**src/rtl/bus_pkg.sv**
```systemverilog
`default_nettype none

package bus_pkg;

  // Nodes on the snooping fabric
  localparam int NUM_NODES = 4;

  typedef logic [$clog2(NUM_NODES)-1:0] node_id_t;

  // The home is the last node
  localparam node_id_t HOME_ID = node_id_t'(NUM_NODES - 1);

  // Request bus transactions
  typedef enum logic [1:0] {
    GETS,
    GETM,
    PUTM
  } req_tx_t;

  // Response bus message kinds
  typedef enum logic [1:0] {
    DATA,
    EXCLUSIVE,
    NODATA,
    NODATAE
  } resp_kind_t;

endpackage

`default_nettype wire

```
**src/rtl/llc_pkg.sv**
```systemverilog
`default_nettype none

package llc_pkg;

  // Line geometry of the home store
  localparam int NUM_LINES = 16;
  localparam int ADDR_BITS = $clog2(NUM_LINES);
  localparam int LINE_BITS = 64;

  typedef logic [ADDR_BITS-1:0] line_addr_t;
  typedef logic [LINE_BITS-1:0] line_t;

  // Home view of each line
  // D suffix waits for owner data and RD for the home's own response
  typedef enum logic [2:0] {
    I,
    S,
    EORM,
    ID,
    SD,
    EORMD,
    SRD,
    EORMRD
  } llc_state_t;

endpackage

`default_nettype wire

```
**src/rtl/llc_line_store.sv**
```systemverilog
`default_nettype none

module llc_line_store
  import llc_pkg::*;
(
  input  wire logic       clk,
  input  wire logic       rst,
  input  wire line_addr_t raddr,
  output line_t           rdata,
  input  wire logic       we,
  input  wire line_addr_t waddr,
  input  wire line_t      wdata
);

  line_t mem [NUM_LINES];

  // Read path is combinational so data is ready in the request cycle
  assign rdata = mem[raddr];

  always_ff @(posedge clk) begin
    if (rst) begin
      mem <= '{default: '0};
    end else if (we) begin
      mem[waddr] <= wdata;
    end
  end

endmodule

`default_nettype wire

```
**src/rtl/resp_bus_arbiter.sv**
```systemverilog
`default_nettype none

module resp_bus_arbiter
  import bus_pkg::*, llc_pkg::*;
(
  input  wire logic       clk,
  input  wire logic       rst,

  // Home requester
  input  wire logic       home_req,
  input  wire node_id_t   home_dest,
  input  wire resp_kind_t home_kind,
  input  wire line_addr_t home_addr,
  input  wire line_t      home_data,
  output logic            home_gnt,

  // Peer requester
  input  wire logic       peer_req,
  input  wire node_id_t   peer_source,
  input  wire node_id_t   peer_dest,
  input  wire logic       peer_mem_flag,
  input  wire resp_kind_t peer_kind,
  input  wire line_addr_t peer_addr,
  input  wire line_t      peer_data,
  output logic            peer_gnt,

  // Response bus
  output logic            resp_valid,
  output node_id_t        resp_source,
  output node_id_t        resp_dest,
  output logic            resp_mem_flag,
  output resp_kind_t      resp_kind,
  output line_addr_t      resp_addr,
  output line_t           resp_data
);

  // High when the home won the last granted cycle
  logic last_home;

  always_comb begin
    home_gnt = 1'b0;
    peer_gnt = 1'b0;
    if (home_req && peer_req) begin
      // Tie goes to whoever did not win last
      if (last_home) begin
        peer_gnt = 1'b1;
      end else begin
        home_gnt = 1'b1;
      end
    end else begin
      home_gnt = home_req;
      peer_gnt = peer_req;
    end
  end

  always_ff @(posedge clk) begin
    if (rst) begin
      last_home <= 1'b0;
    end else if (home_gnt) begin
      last_home <= 1'b1;
    end else if (peer_gnt) begin
      last_home <= 1'b0;
    end
  end

  // Home messages never carry the memory flag
  assign resp_valid    = home_gnt | peer_gnt;
  assign resp_source   = home_gnt ? HOME_ID   : peer_source;
  assign resp_dest     = home_gnt ? home_dest : peer_dest;
  assign resp_mem_flag = home_gnt ? 1'b0      : peer_mem_flag;
  assign resp_kind     = home_gnt ? home_kind : peer_kind;
  assign resp_addr     = home_gnt ? home_addr : peer_addr;
  assign resp_data     = home_gnt ? home_data : peer_data;

  a_one_grant: assert property (@(posedge clk) disable iff (rst)
    !(home_gnt && peer_gnt));

  // Under steady contention the winner flips every cycle
  a_alternate: assert property (@(posedge clk) disable iff (rst)
    home_req && peer_req && home_gnt ##1 home_req && peer_req |-> peer_gnt);

endmodule

`default_nettype wire

```
**src/rtl/llc_coherence.sv**
```systemverilog
`default_nettype none

module llc_coherence
  import bus_pkg::*, llc_pkg::*;
(
  input  wire logic       clk,
  input  wire logic       rst,

  // Request bus
  input  wire logic       req_valid,
  input  wire req_tx_t    req_tx,
  input  wire node_id_t   req_source,
  input  wire line_addr_t req_addr,

  // Response bus as seen by every node
  input  wire logic       resp_valid,
  input  wire node_id_t   resp_source,
  input  wire logic       resp_mem_flag,
  input  wire resp_kind_t resp_kind,
  input  wire line_addr_t resp_addr,
  input  wire line_t      resp_data,

  // Home requester toward the arbiter
  output logic            home_req,
  output node_id_t        home_dest,
  output resp_kind_t      home_kind,
  output line_addr_t      home_addr,
  output line_t           home_data,
  input  wire logic       home_gnt,

  // Line store
  input  wire line_t      store_rdata,
  output logic            store_we,
  output line_addr_t      store_waddr,
  output line_t           store_wdata
);

  llc_state_t line_state      [NUM_LINES];
  llc_state_t line_state_next [NUM_LINES];

  logic       resp_start;
  resp_kind_t resp_kind_next;
  logic       own_seen;
  logic       wb_data;
  logic       no_data;

  assign own_seen = resp_valid && (resp_source == HOME_ID);
  assign wb_data  = resp_valid && resp_mem_flag && (resp_kind == DATA);
  assign no_data  = resp_valid && ((resp_kind == NODATA) || (resp_kind == NODATAE));

  // Write-backs always land at the address on the bus
  assign store_waddr = resp_addr;
  assign store_wdata = resp_data;

  always_comb begin
    line_state_next = line_state;
    resp_start      = 1'b0;
    resp_kind_next  = DATA;
    store_we        = 1'b0;

    if (req_valid) begin
      case (line_state[req_addr])
        I: begin
          case (req_tx)
            GETS: begin
              resp_start                = 1'b1;
              resp_kind_next            = EXCLUSIVE;
              line_state_next[req_addr] = EORMRD;
            end
            GETM: begin
              resp_start                = 1'b1;
              line_state_next[req_addr] = EORMRD;
            end
            PUTM: line_state_next[req_addr] = ID;
            default: begin
            end
          endcase
        end
        S: begin
          case (req_tx)
            GETS: begin
              resp_start                = 1'b1;
              line_state_next[req_addr] = SRD;
            end
            GETM: begin
              resp_start                = 1'b1;
              line_state_next[req_addr] = EORMRD;
            end
            PUTM: line_state_next[req_addr] = SD;
            default: begin
            end
          endcase
        end
        EORM: begin
          // Owner answers and the home only tracks where the data goes
          if (req_tx == GETS) begin
            line_state_next[req_addr] = SD;
          end else if (req_tx == PUTM) begin
            line_state_next[req_addr] = EORMD;
          end
        end
        default: begin
        end
      endcase
    end else if (own_seen) begin
      // Own response is on the bus so the line commits
      case (line_state[resp_addr])
        SRD:     line_state_next[resp_addr] = S;
        EORMRD:  line_state_next[resp_addr] = EORM;
        default: begin
        end
      endcase
    end else if (resp_valid) begin
      case (line_state[resp_addr])
        ID: begin
          if (wb_data) begin
            store_we                   = 1'b1;
            line_state_next[resp_addr] = I;
          end else if (no_data) begin
            line_state_next[resp_addr] = I;
          end
        end
        SD: begin
          if (wb_data) begin
            store_we                   = 1'b1;
            line_state_next[resp_addr] = S;
          end else if (no_data) begin
            line_state_next[resp_addr] = S;
          end
        end
        EORMD: begin
          if (wb_data) begin
            store_we                   = 1'b1;
            line_state_next[resp_addr] = I;
          end else if (resp_kind == NODATA) begin
            // Owner keeps the line
            line_state_next[resp_addr] = EORM;
          end else if (resp_kind == NODATAE) begin
            line_state_next[resp_addr] = I;
          end
        end
        default: begin
        end
      endcase
    end
  end

  always_ff @(posedge clk) begin
    if (rst) begin
      line_state <= '{default: I};
      home_req   <= 1'b0;
    end else begin
      line_state <= line_state_next;
      if (resp_start) begin
        home_req <= 1'b1;
      end else if (own_seen) begin
        home_req <= 1'b0;
      end
    end
  end

  // Response fields captured when the request is seen
  always_ff @(posedge clk) begin
    if (resp_start) begin
      home_dest <= req_source;
      home_kind <= resp_kind_next;
      home_addr <= req_addr;
      home_data <= store_rdata;
    end
  end

  // Request and response buses are never active together
  a_bus_exclusive: assert property (@(posedge clk) disable iff (rst)
    !(req_valid && resp_valid));

  a_req_hold: assert property (@(posedge clk) disable iff (rst)
    home_req && !home_gnt |=> home_req);

  a_fields_stable: assert property (@(posedge clk) disable iff (rst)
    home_req && !home_gnt |=> $stable({home_dest, home_kind, home_addr, home_data}));

endmodule

`default_nettype wire

```
**src/rtl/llc_home_top.sv**
```systemverilog
`default_nettype none

module llc_home_top
  import bus_pkg::*, llc_pkg::*;
(
  input  wire logic       clk,
  input  wire logic       rst,

  // Request bus
  input  wire logic       req_valid,
  input  wire req_tx_t    req_tx,
  input  wire node_id_t   req_source,
  input  wire line_addr_t req_addr,

  // Peer requester
  input  wire logic       peer_req,
  input  wire node_id_t   peer_source,
  input  wire node_id_t   peer_dest,
  input  wire logic       peer_mem_flag,
  input  wire resp_kind_t peer_kind,
  input  wire line_addr_t peer_addr,
  input  wire line_t      peer_data,
  output logic            peer_gnt,

  // Response bus
  output logic            resp_valid,
  output node_id_t        resp_source,
  output node_id_t        resp_dest,
  output logic            resp_mem_flag,
  output resp_kind_t      resp_kind,
  output line_addr_t      resp_addr,
  output line_t           resp_data
);

  logic       home_req;
  logic       home_gnt;
  node_id_t   home_dest;
  resp_kind_t home_kind;
  line_addr_t home_addr;
  line_t      home_data;

  line_t      store_rdata;
  logic       store_we;
  line_addr_t store_waddr;
  line_t      store_wdata;

  llc_coherence u_llc_coherence (
    .clk           (clk),
    .rst           (rst),
    .req_valid     (req_valid),
    .req_tx        (req_tx),
    .req_source    (req_source),
    .req_addr      (req_addr),
    .resp_valid    (resp_valid),
    .resp_source   (resp_source),
    .resp_mem_flag (resp_mem_flag),
    .resp_kind     (resp_kind),
    .resp_addr     (resp_addr),
    .resp_data     (resp_data),
    .home_req      (home_req),
    .home_dest     (home_dest),
    .home_kind     (home_kind),
    .home_addr     (home_addr),
    .home_data     (home_data),
    .home_gnt      (home_gnt),
    .store_rdata   (store_rdata),
    .store_we      (store_we),
    .store_waddr   (store_waddr),
    .store_wdata   (store_wdata)
  );

  // Store is read at the request address
  llc_line_store u_llc_line_store (
    .clk   (clk),
    .rst   (rst),
    .raddr (req_addr),
    .rdata (store_rdata),
    .we    (store_we),
    .waddr (store_waddr),
    .wdata (store_wdata)
  );

  resp_bus_arbiter u_resp_bus_arbiter (
    .clk           (clk),
    .rst           (rst),
    .home_req      (home_req),
    .home_dest     (home_dest),
    .home_kind     (home_kind),
    .home_addr     (home_addr),
    .home_data     (home_data),
    .home_gnt      (home_gnt),
    .peer_req      (peer_req),
    .peer_source   (peer_source),
    .peer_dest     (peer_dest),
    .peer_mem_flag (peer_mem_flag),
    .peer_kind     (peer_kind),
    .peer_addr     (peer_addr),
    .peer_data     (peer_data),
    .peer_gnt      (peer_gnt),
    .resp_valid    (resp_valid),
    .resp_source   (resp_source),
    .resp_dest     (resp_dest),
    .resp_mem_flag (resp_mem_flag),
    .resp_kind     (resp_kind),
    .resp_addr     (resp_addr),
    .resp_data     (resp_data)
  );

endmodule

`default_nettype wire

```
**config.mk**
```make
export PLATFORM = sky130hd
export DESIGN_NAME = llc_home_top
export DESIGN_NICKNAME = d
export VERILOG_FILES = /design/src/rtl/bus_pkg.sv /design/src/rtl/llc_pkg.sv /design/src/rtl/llc_line_store.sv /design/src/rtl/resp_bus_arbiter.sv /design/src/rtl/llc_coherence.sv /design/src/rtl/llc_home_top.sv
export SDC_FILE = /design/constraint.sdc
export NUM_CORES = 2
export LEC_CHECK = 0
export BUFFER_PORTS_ARGS = -buffer_cell sky130_fd_sc_hd__buf_2
export CAP_MARGIN = 25
export CORE_MARGIN = 10
export CORE_UTILIZATION = 62
export CTS_CLUSTER_SIZE = 8
export DETAILED_ROUTE_END_ITERATION = 12
export PLACE_DENSITY = 0.9
export RECOVER_POWER = 25
export SYNTH_ARGS = -nofsm -noshare
export SYNTH_HDL_FRONTEND = slang
export SYNTH_SLANG_ARGS = --single-unit
```
**constraint.sdc**
```tcl
create_clock -name clk -period 7 [get_ports clk]
set_input_delay 0.35 -clock clk [delete_from_list [all_inputs] [get_ports clk]]
set_output_delay 0.35 -clock clk [all_outputs]
set_load 0.005 [all_outputs]
```
# Yosys cells after proc, flatten, opt, wreduce, memory -nomap -nowiden
# Cells that the tools add are included.
# Widths: inputs -> output; s select.
# word_totals
in_bits,87
word_cells,162
output_inout_bits,77
reg_bits,1146
# op_classes
eq_ne,20
n_bitwise,24
n_mux,56
reduce_logical,20
magnitude_cmp,4
# ops
cell,n
$bwmux 1024,1
$mux 48,12
$pmux 48 s3,3
$bmux 64 s4,1
$demux 64 s4,1
$mux 64,4
$pmux 48 s2,2
$and 32x32->32,3
$not 32->32,3
$or 32x32->32,3
$and 16x16->16,3
$and 48x48->48,1
$not 16->16,3
$not 48->48,1
$or 16x16->16,3
$or 48x48->48,1
$bmux 3 s4,2
$demux 3 s4,2
$mux 1,18
$mux 3,6
$ne 5x2->1 const B,3
$eq 3x3->1 const B,4
$ge 5x5->1 const B,2
$lt 5x1->1 const B,2
24 further kinds,40

# Longest topological paths before layout
# depth
ltp_word,17
depth_mapped,17
ltp_nobuf,11

# By module
# Synthesis repeated with hierarchy kept, for this count alone.
# unflattened
hier_cells,6224
hier_area_um2,54980.2
# by_module_without_submodules
mod,n_inst,cells_each,area_per_inst_um2,seq_area_each_um2
llc_line_store,1,5355,46459.6,20499.7
llc_coherence,1,779,7379.6,3113.0
resp_bus_arbiter,1,90,1141.1,20.0

# Worst setup path before layout
# OpenSTA, ideal clock, no wires.
# synth_path
kind,input to register
startpoint,input port req_addr[0]
endpoint,register u_llc_coherence.home_addr[0] (enable)
path_slack_ns,1.494
cell_stages,8
path_buffers,2
setup_time_ns,0.503
arrival_time_ns,5.003
required_ns,6.497
path_cell_list,clkbuf_1 -> buf_4 -> mux4_2 -> a22oi_1 -> nand2_1 -> nor2_1 -> nand2_1 -> nor2_1
# synth_between
elab_chain_cells,8
word_cells_on_any_way,9
classes_between,eq/ne (1); mux (5); bitwise (1); reduce/logical (2)
# synth_lines
item,line_no,source
"start, declared",llc_home_top.sv:13,"input wire line_addr_t req_addr,"
$not 4->5 (implied by the code) (*),llc_coherence.sv:62,case (line_state[req_addr])
$bmux 3 s4 (*),llc_coherence.sv:62,
$mux 3 (implied by the code) (*) (2 in a row),llc_coherence.sv:62,
$eq 3x1->1 or $logic_not 3->1 (tied branches),llc_coherence.sv:62,
$reduce_or 2->1 (no line) (*),n/a,
$mux 1 (*),n/a,
$mux 1 (*),llc_coherence.sv:61,if (req_valid) begin
named net u_llc_coherence.resp_start,llc_coherence.sv:41,logic resp_start;
"end signal, assigned",llc_coherence.sv:167,home_addr <= req_addr;
"end, declared",llc_coherence.sv:27,"output line_addr_t home_addr,"
# Mark *: on every way through the listed nets, which the timed path passes. The rest lies on a longest branch. The select of a mux whose other input is x is not followed.
# A chain may end at the register's enable or synchronous reset.

# Final worst setup path
# layout_path
startpoint,input port req_addr[3]
endpoint,register u_llc_coherence.home_data[38] (enable)
# layout_between
elab_chain_cells,8
word_cells_on_any_way,9
classes_between,eq/ne (1); mux (5); bitwise (1); reduce/logical (2)
# layout_lines
item,line_no,source
$not 4->5 (implied by the code) (*),llc_coherence.sv:62,
$bmux 3 s4 (*),llc_coherence.sv:62,
$mux 3 (implied by the code) (*) (2 in a row),llc_coherence.sv:62,
$eq 3x1->1 or $logic_not 3->1 (tied branches),llc_coherence.sv:62,
$reduce_or 2->1 (no line) (*),n/a,
$mux 1 (*),n/a,
$mux 1 (*),llc_coherence.sv:61,
named net u_llc_coherence.resp_start,llc_coherence.sv:41,
"end signal, assigned",llc_coherence.sv:168,home_data <= store_rdata;
"end, declared",llc_coherence.sv:28,"output line_t home_data,"
# Marks and branches as above.

==> results by group <==
STA
  • Final setup vio count: 0
  • RSZ-0062 raised after global routing: no
  • Actual slew at the worst max-slew pin: a little over 4 ns
  • Min Hold Slack: 0.0683 ns
  • Final min period: a little over 6 ns
  • Fmax: around 160 MHz
  • Worst Slack Setup Final: slightly below 0.9 ns
  • Clock Skews: 0.0299 ns
  • Sum Neg Setup Slack: 0 ns
  • Final number of max-transition violations: 537
  • Final Hold Fails: 0
  • Slew HR: -1.74
  • Period utilization: 0.872

Routing
  • Antenna viol nets, final: 0
  • Vias post-DR: between 40,000 and 50,000
  • Remaining DRCs: 0
  • Drt wl/cell: about 27 um
  • Initial DRC count: approximately 7,000
  • Detailed Routing Iterations Pass 1: 10
  • Post-Route WL: between 150,000 and 200,000 um
  • Post-DR vias/cell: roughly 7.3

Worst setup path
  • Critical Path Start Type: input port
  • Cell Chain, Critical Path: clkbuf_1 -> nand2_1 -> o22ai_1 -> a21oi_1 -> nor2_1 -> nand2_1 -> nor2_4 -> clkbuf_1
  • CP Data Arrival Time: 6.42 ns
  • Endpoint class of the critical path: flip-flop
  • Critical path class: in -> reg
  • Required @ worst endpoint: approximately 7.3 ns
  • Critical path's slowest cell: clkbuf_1
  • Slowest cell delay on critical path: 2.24 ns
  • R2R setup slack: 0.92 ns
  • Worst-path fanout max: 41

Cells and area
  • Commonest cells after routing, fill and taps aside: 1,109 x nor2_1, 1,074 x dfxtp_1, 1,043 x a211oi_1
  • Area of the multi-input gates: about 0.024 sq mm
  • N_diodes: 0
  • Commonest non-fill, non-tap cell in the layout: nor2_1
  • Area delta synth->final: 10.5%
  • Post-layout instance area: around 0.055 sq mm
  • Layout cells sized above 1: 0.158
  • Reg area: 0.0236 sq mm
  • Final net count: 4,865
  • # fillers: 4,976

Global routing
  • Largest net degree at the start of global routing: about 250
  • Gr usage total: 0.324
  • Total global routing overflow: 0
  • First-pass GRT wire length: 244,000 um
  • Initial antenna violation count: 3
  • Vias in the first global route: between 40,000 and 50,000

Worst hold path
  • Hold WC Path Type: in -> reg

Logic synthesis
  • Asr flop ratio synth: 0
  • Number of synthesized flops with an enable pin: 71
  • Simple-Gate Fraction of Synth Area: 0.106
  • Mapped Area: ~0.050 sq mm
  • Syn Nets: around 5,000
  • Synth Area in Compound Gates: 0.193
  • Main flop type after synthesis: dfxtp_1
  • Xor/xnor share of the synthesized area: 0
  • Synth Area per Inst: around 10 sq um
  • Largest family of logic cells by synthesized area: compound AO/OA/AOI/OAI gates
  • Yosys cell types: between 70 and 80
  • Adder-cell area share of the yosys netlist: 0.000749
  • Post-synthesis mux area share: 0.174
  • Seq/Total Area, Yosys: 0.471
  • Yosys reg bits: around 1,100
  • Synth warn: 0
  • Syn Inst Count: roughly 5,000

Status
  • Failing checks: max-capacitance violations, max-slew violations
  • Status: finished, violations left

Placement
  • Final Wtd Congestion: roughly 1.0
  • Dpl hpwl: roughly 77,000 um
  • PortBufs: approximately 160
  • Dpl ws: between 1.5 and 2 ns
  • Placed Area: ~0.051 sq mm

Run
  • Max-Cap Viols: 9

CTS
  • CTS buffer count: about 160
  • Bufs on Longest Clock Path: 3
  • CTS root buf: clkbuf_16
  • CTS tree: built
  • Post-CTS Setup Bufs: 0
  • Post-cts resize count: 0
  • Reg clk slew, reported paths: around 0.05 ns
  • Worst-Skew Late Latency: 0.77 ns
  • H-Tree Depth: 4
  • Clock sink count: between 1,000 and 1,500
  • Cts hold-fix bufs: 2

Power
  • P_leak: approximately 18 nW
  • Pwr/cell area: about 270 mW/mm^2
  • Maximum VDD drop: ~0.28 mV

Floorplanning
  • Die H: 304 um
  • Chip width: 304 um
  • Std cell rows: between 100 and 150
  • Full die area: just over 0.09 sq mm
  • Boundary Pins: around 160
  • Initial cell density of the core: 0.625
  • Core area: between 0.08 and 0.09 sq mm
-- cell type report --
class / count / area share
clock inverters: 16 / 0.00592
flip-flops and latches: 1145 / 0.427
multi-input cells: 3094 / 0.429
well taps: 1060 / 0.0239
inverters: 82 / 0.00556
repair buffers: 291 / 0.0319
clock buffers: 219 / 0.0767
-- power by group --
part | switching (mW) | internal (mW) | total, mW
clock | 2.97 | 4.22 | 7.18
sequential | 0.0765 | 6.65 | 6.73
combinational | 0.842 | 0.374 | 1.22
-- state kept, by name, summed over array words and instances (netlist names), named ones only --
name                          flops
u_llc_coherence.home_data        64
u_llc_line_store.mem           1024
u_llc_coherence.home_kind         1
u_llc_coherence.home_addr         4
u_resp_bus_arbiter.last_home      1
u_llc_coherence.home_dest         2
u_llc_coherence.home_req          1
-- worst paths after layout --
check | from | end | cells past startpoint
setup reg to reg | u_llc_coherence.home_req | u_llc_line_store.mem[157] | 11
hold reg to reg | u_llc_line_store.mem[362] | u_llc_line_store.mem[362] | 2
hold / removal | peer_req | u_resp_bus_arbiter.last_home | 3
setup / recovery | req_addr[3] | u_llc_coherence.home_data[38] | 8
-- through the flow --
| step | util | total power, mW | std cells |
|---|---|---|---|
| after CTS | 0.692 | 15.1 | 5901 |
| after floorplan | - | 7.63 | 4865 |
| final | 0.690 | 15.1 | 5907 |
| after detailed placement | 0.635 | 8.02 | 5664 |
| after global routing | 0.690 | 15.4 | 5907 |
| after global placement | 0.635 | 8.01 | 5664 |
-- routing by layer --
metal / global-route usage / share of wire / vias up
met2: 0.497 / 0.46 / 3854
li1: - / - / 17900
met5: 0 / 0.00020 / -
met1: 0.398 / 0.35 / 20600
met3: 0.0895 / 0.12 / 960
met4: 0.215 / 0.063 / 4
-- critical path: cells and delay by family --
| kind | cells | cell delay (ns) |
|---|---|---|
| AO/OA/AOI/OAI | 2 | 0.62 |
| buffers and inverters | 2 | 4.21 |
| AND/OR/NAND/NOR | 4 | 1.13 |
-- synthesized netlist by cell type, types with 5 or more instances --
cell,number,area share
nor2_1,1111,0.083
dfxtp_1,1074,0.43
a211oi_1,1043,0.16
mux4_2,340,0.15
clkbuf_1,300,0.022
buf_2,146,0.015
a21oi_1,98,0.0098
nand2_1,96,0.0072
mux2i_1,94,0.019
inv_1,81,0.0061
edfxtp_1,71,0.043
buf_4,56,0.0084
o21ai_0,45,0.0045
buf_1,38,0.0028
a311oi_1,28,0.0049
nor3_1,25,0.0025
nand2b_1,21,0.0026
nor2b_1,20,0.0025
o22ai_1,20,0.0025
nor3_2,11,0.0022
and2_1,9,0.0011
mux2_2,9,0.0020
o21a_1,9,0.0013
a211o_1,8,0.0014
and3_1,8,0.0010
a31oi_1,7,0.00087
nand3_1,7,0.00070
a221oi_1,5,0.00087
nor4_1,5,0.00062
o21ai_1,5,0.00050
-- kinds of logic (layout without fill, tap and decap cells) --
kind of cell	count (synthesis)	in the layout
DFF	1145	1145
buffers and inverters	626	608
muxes	445	445
adders and majority gates	3	3
AOI/OAI and AO/OA	1321	1321
and+or+nand+nor	1325	1325
Note: power is estimated with default switching activity, not from simulation.
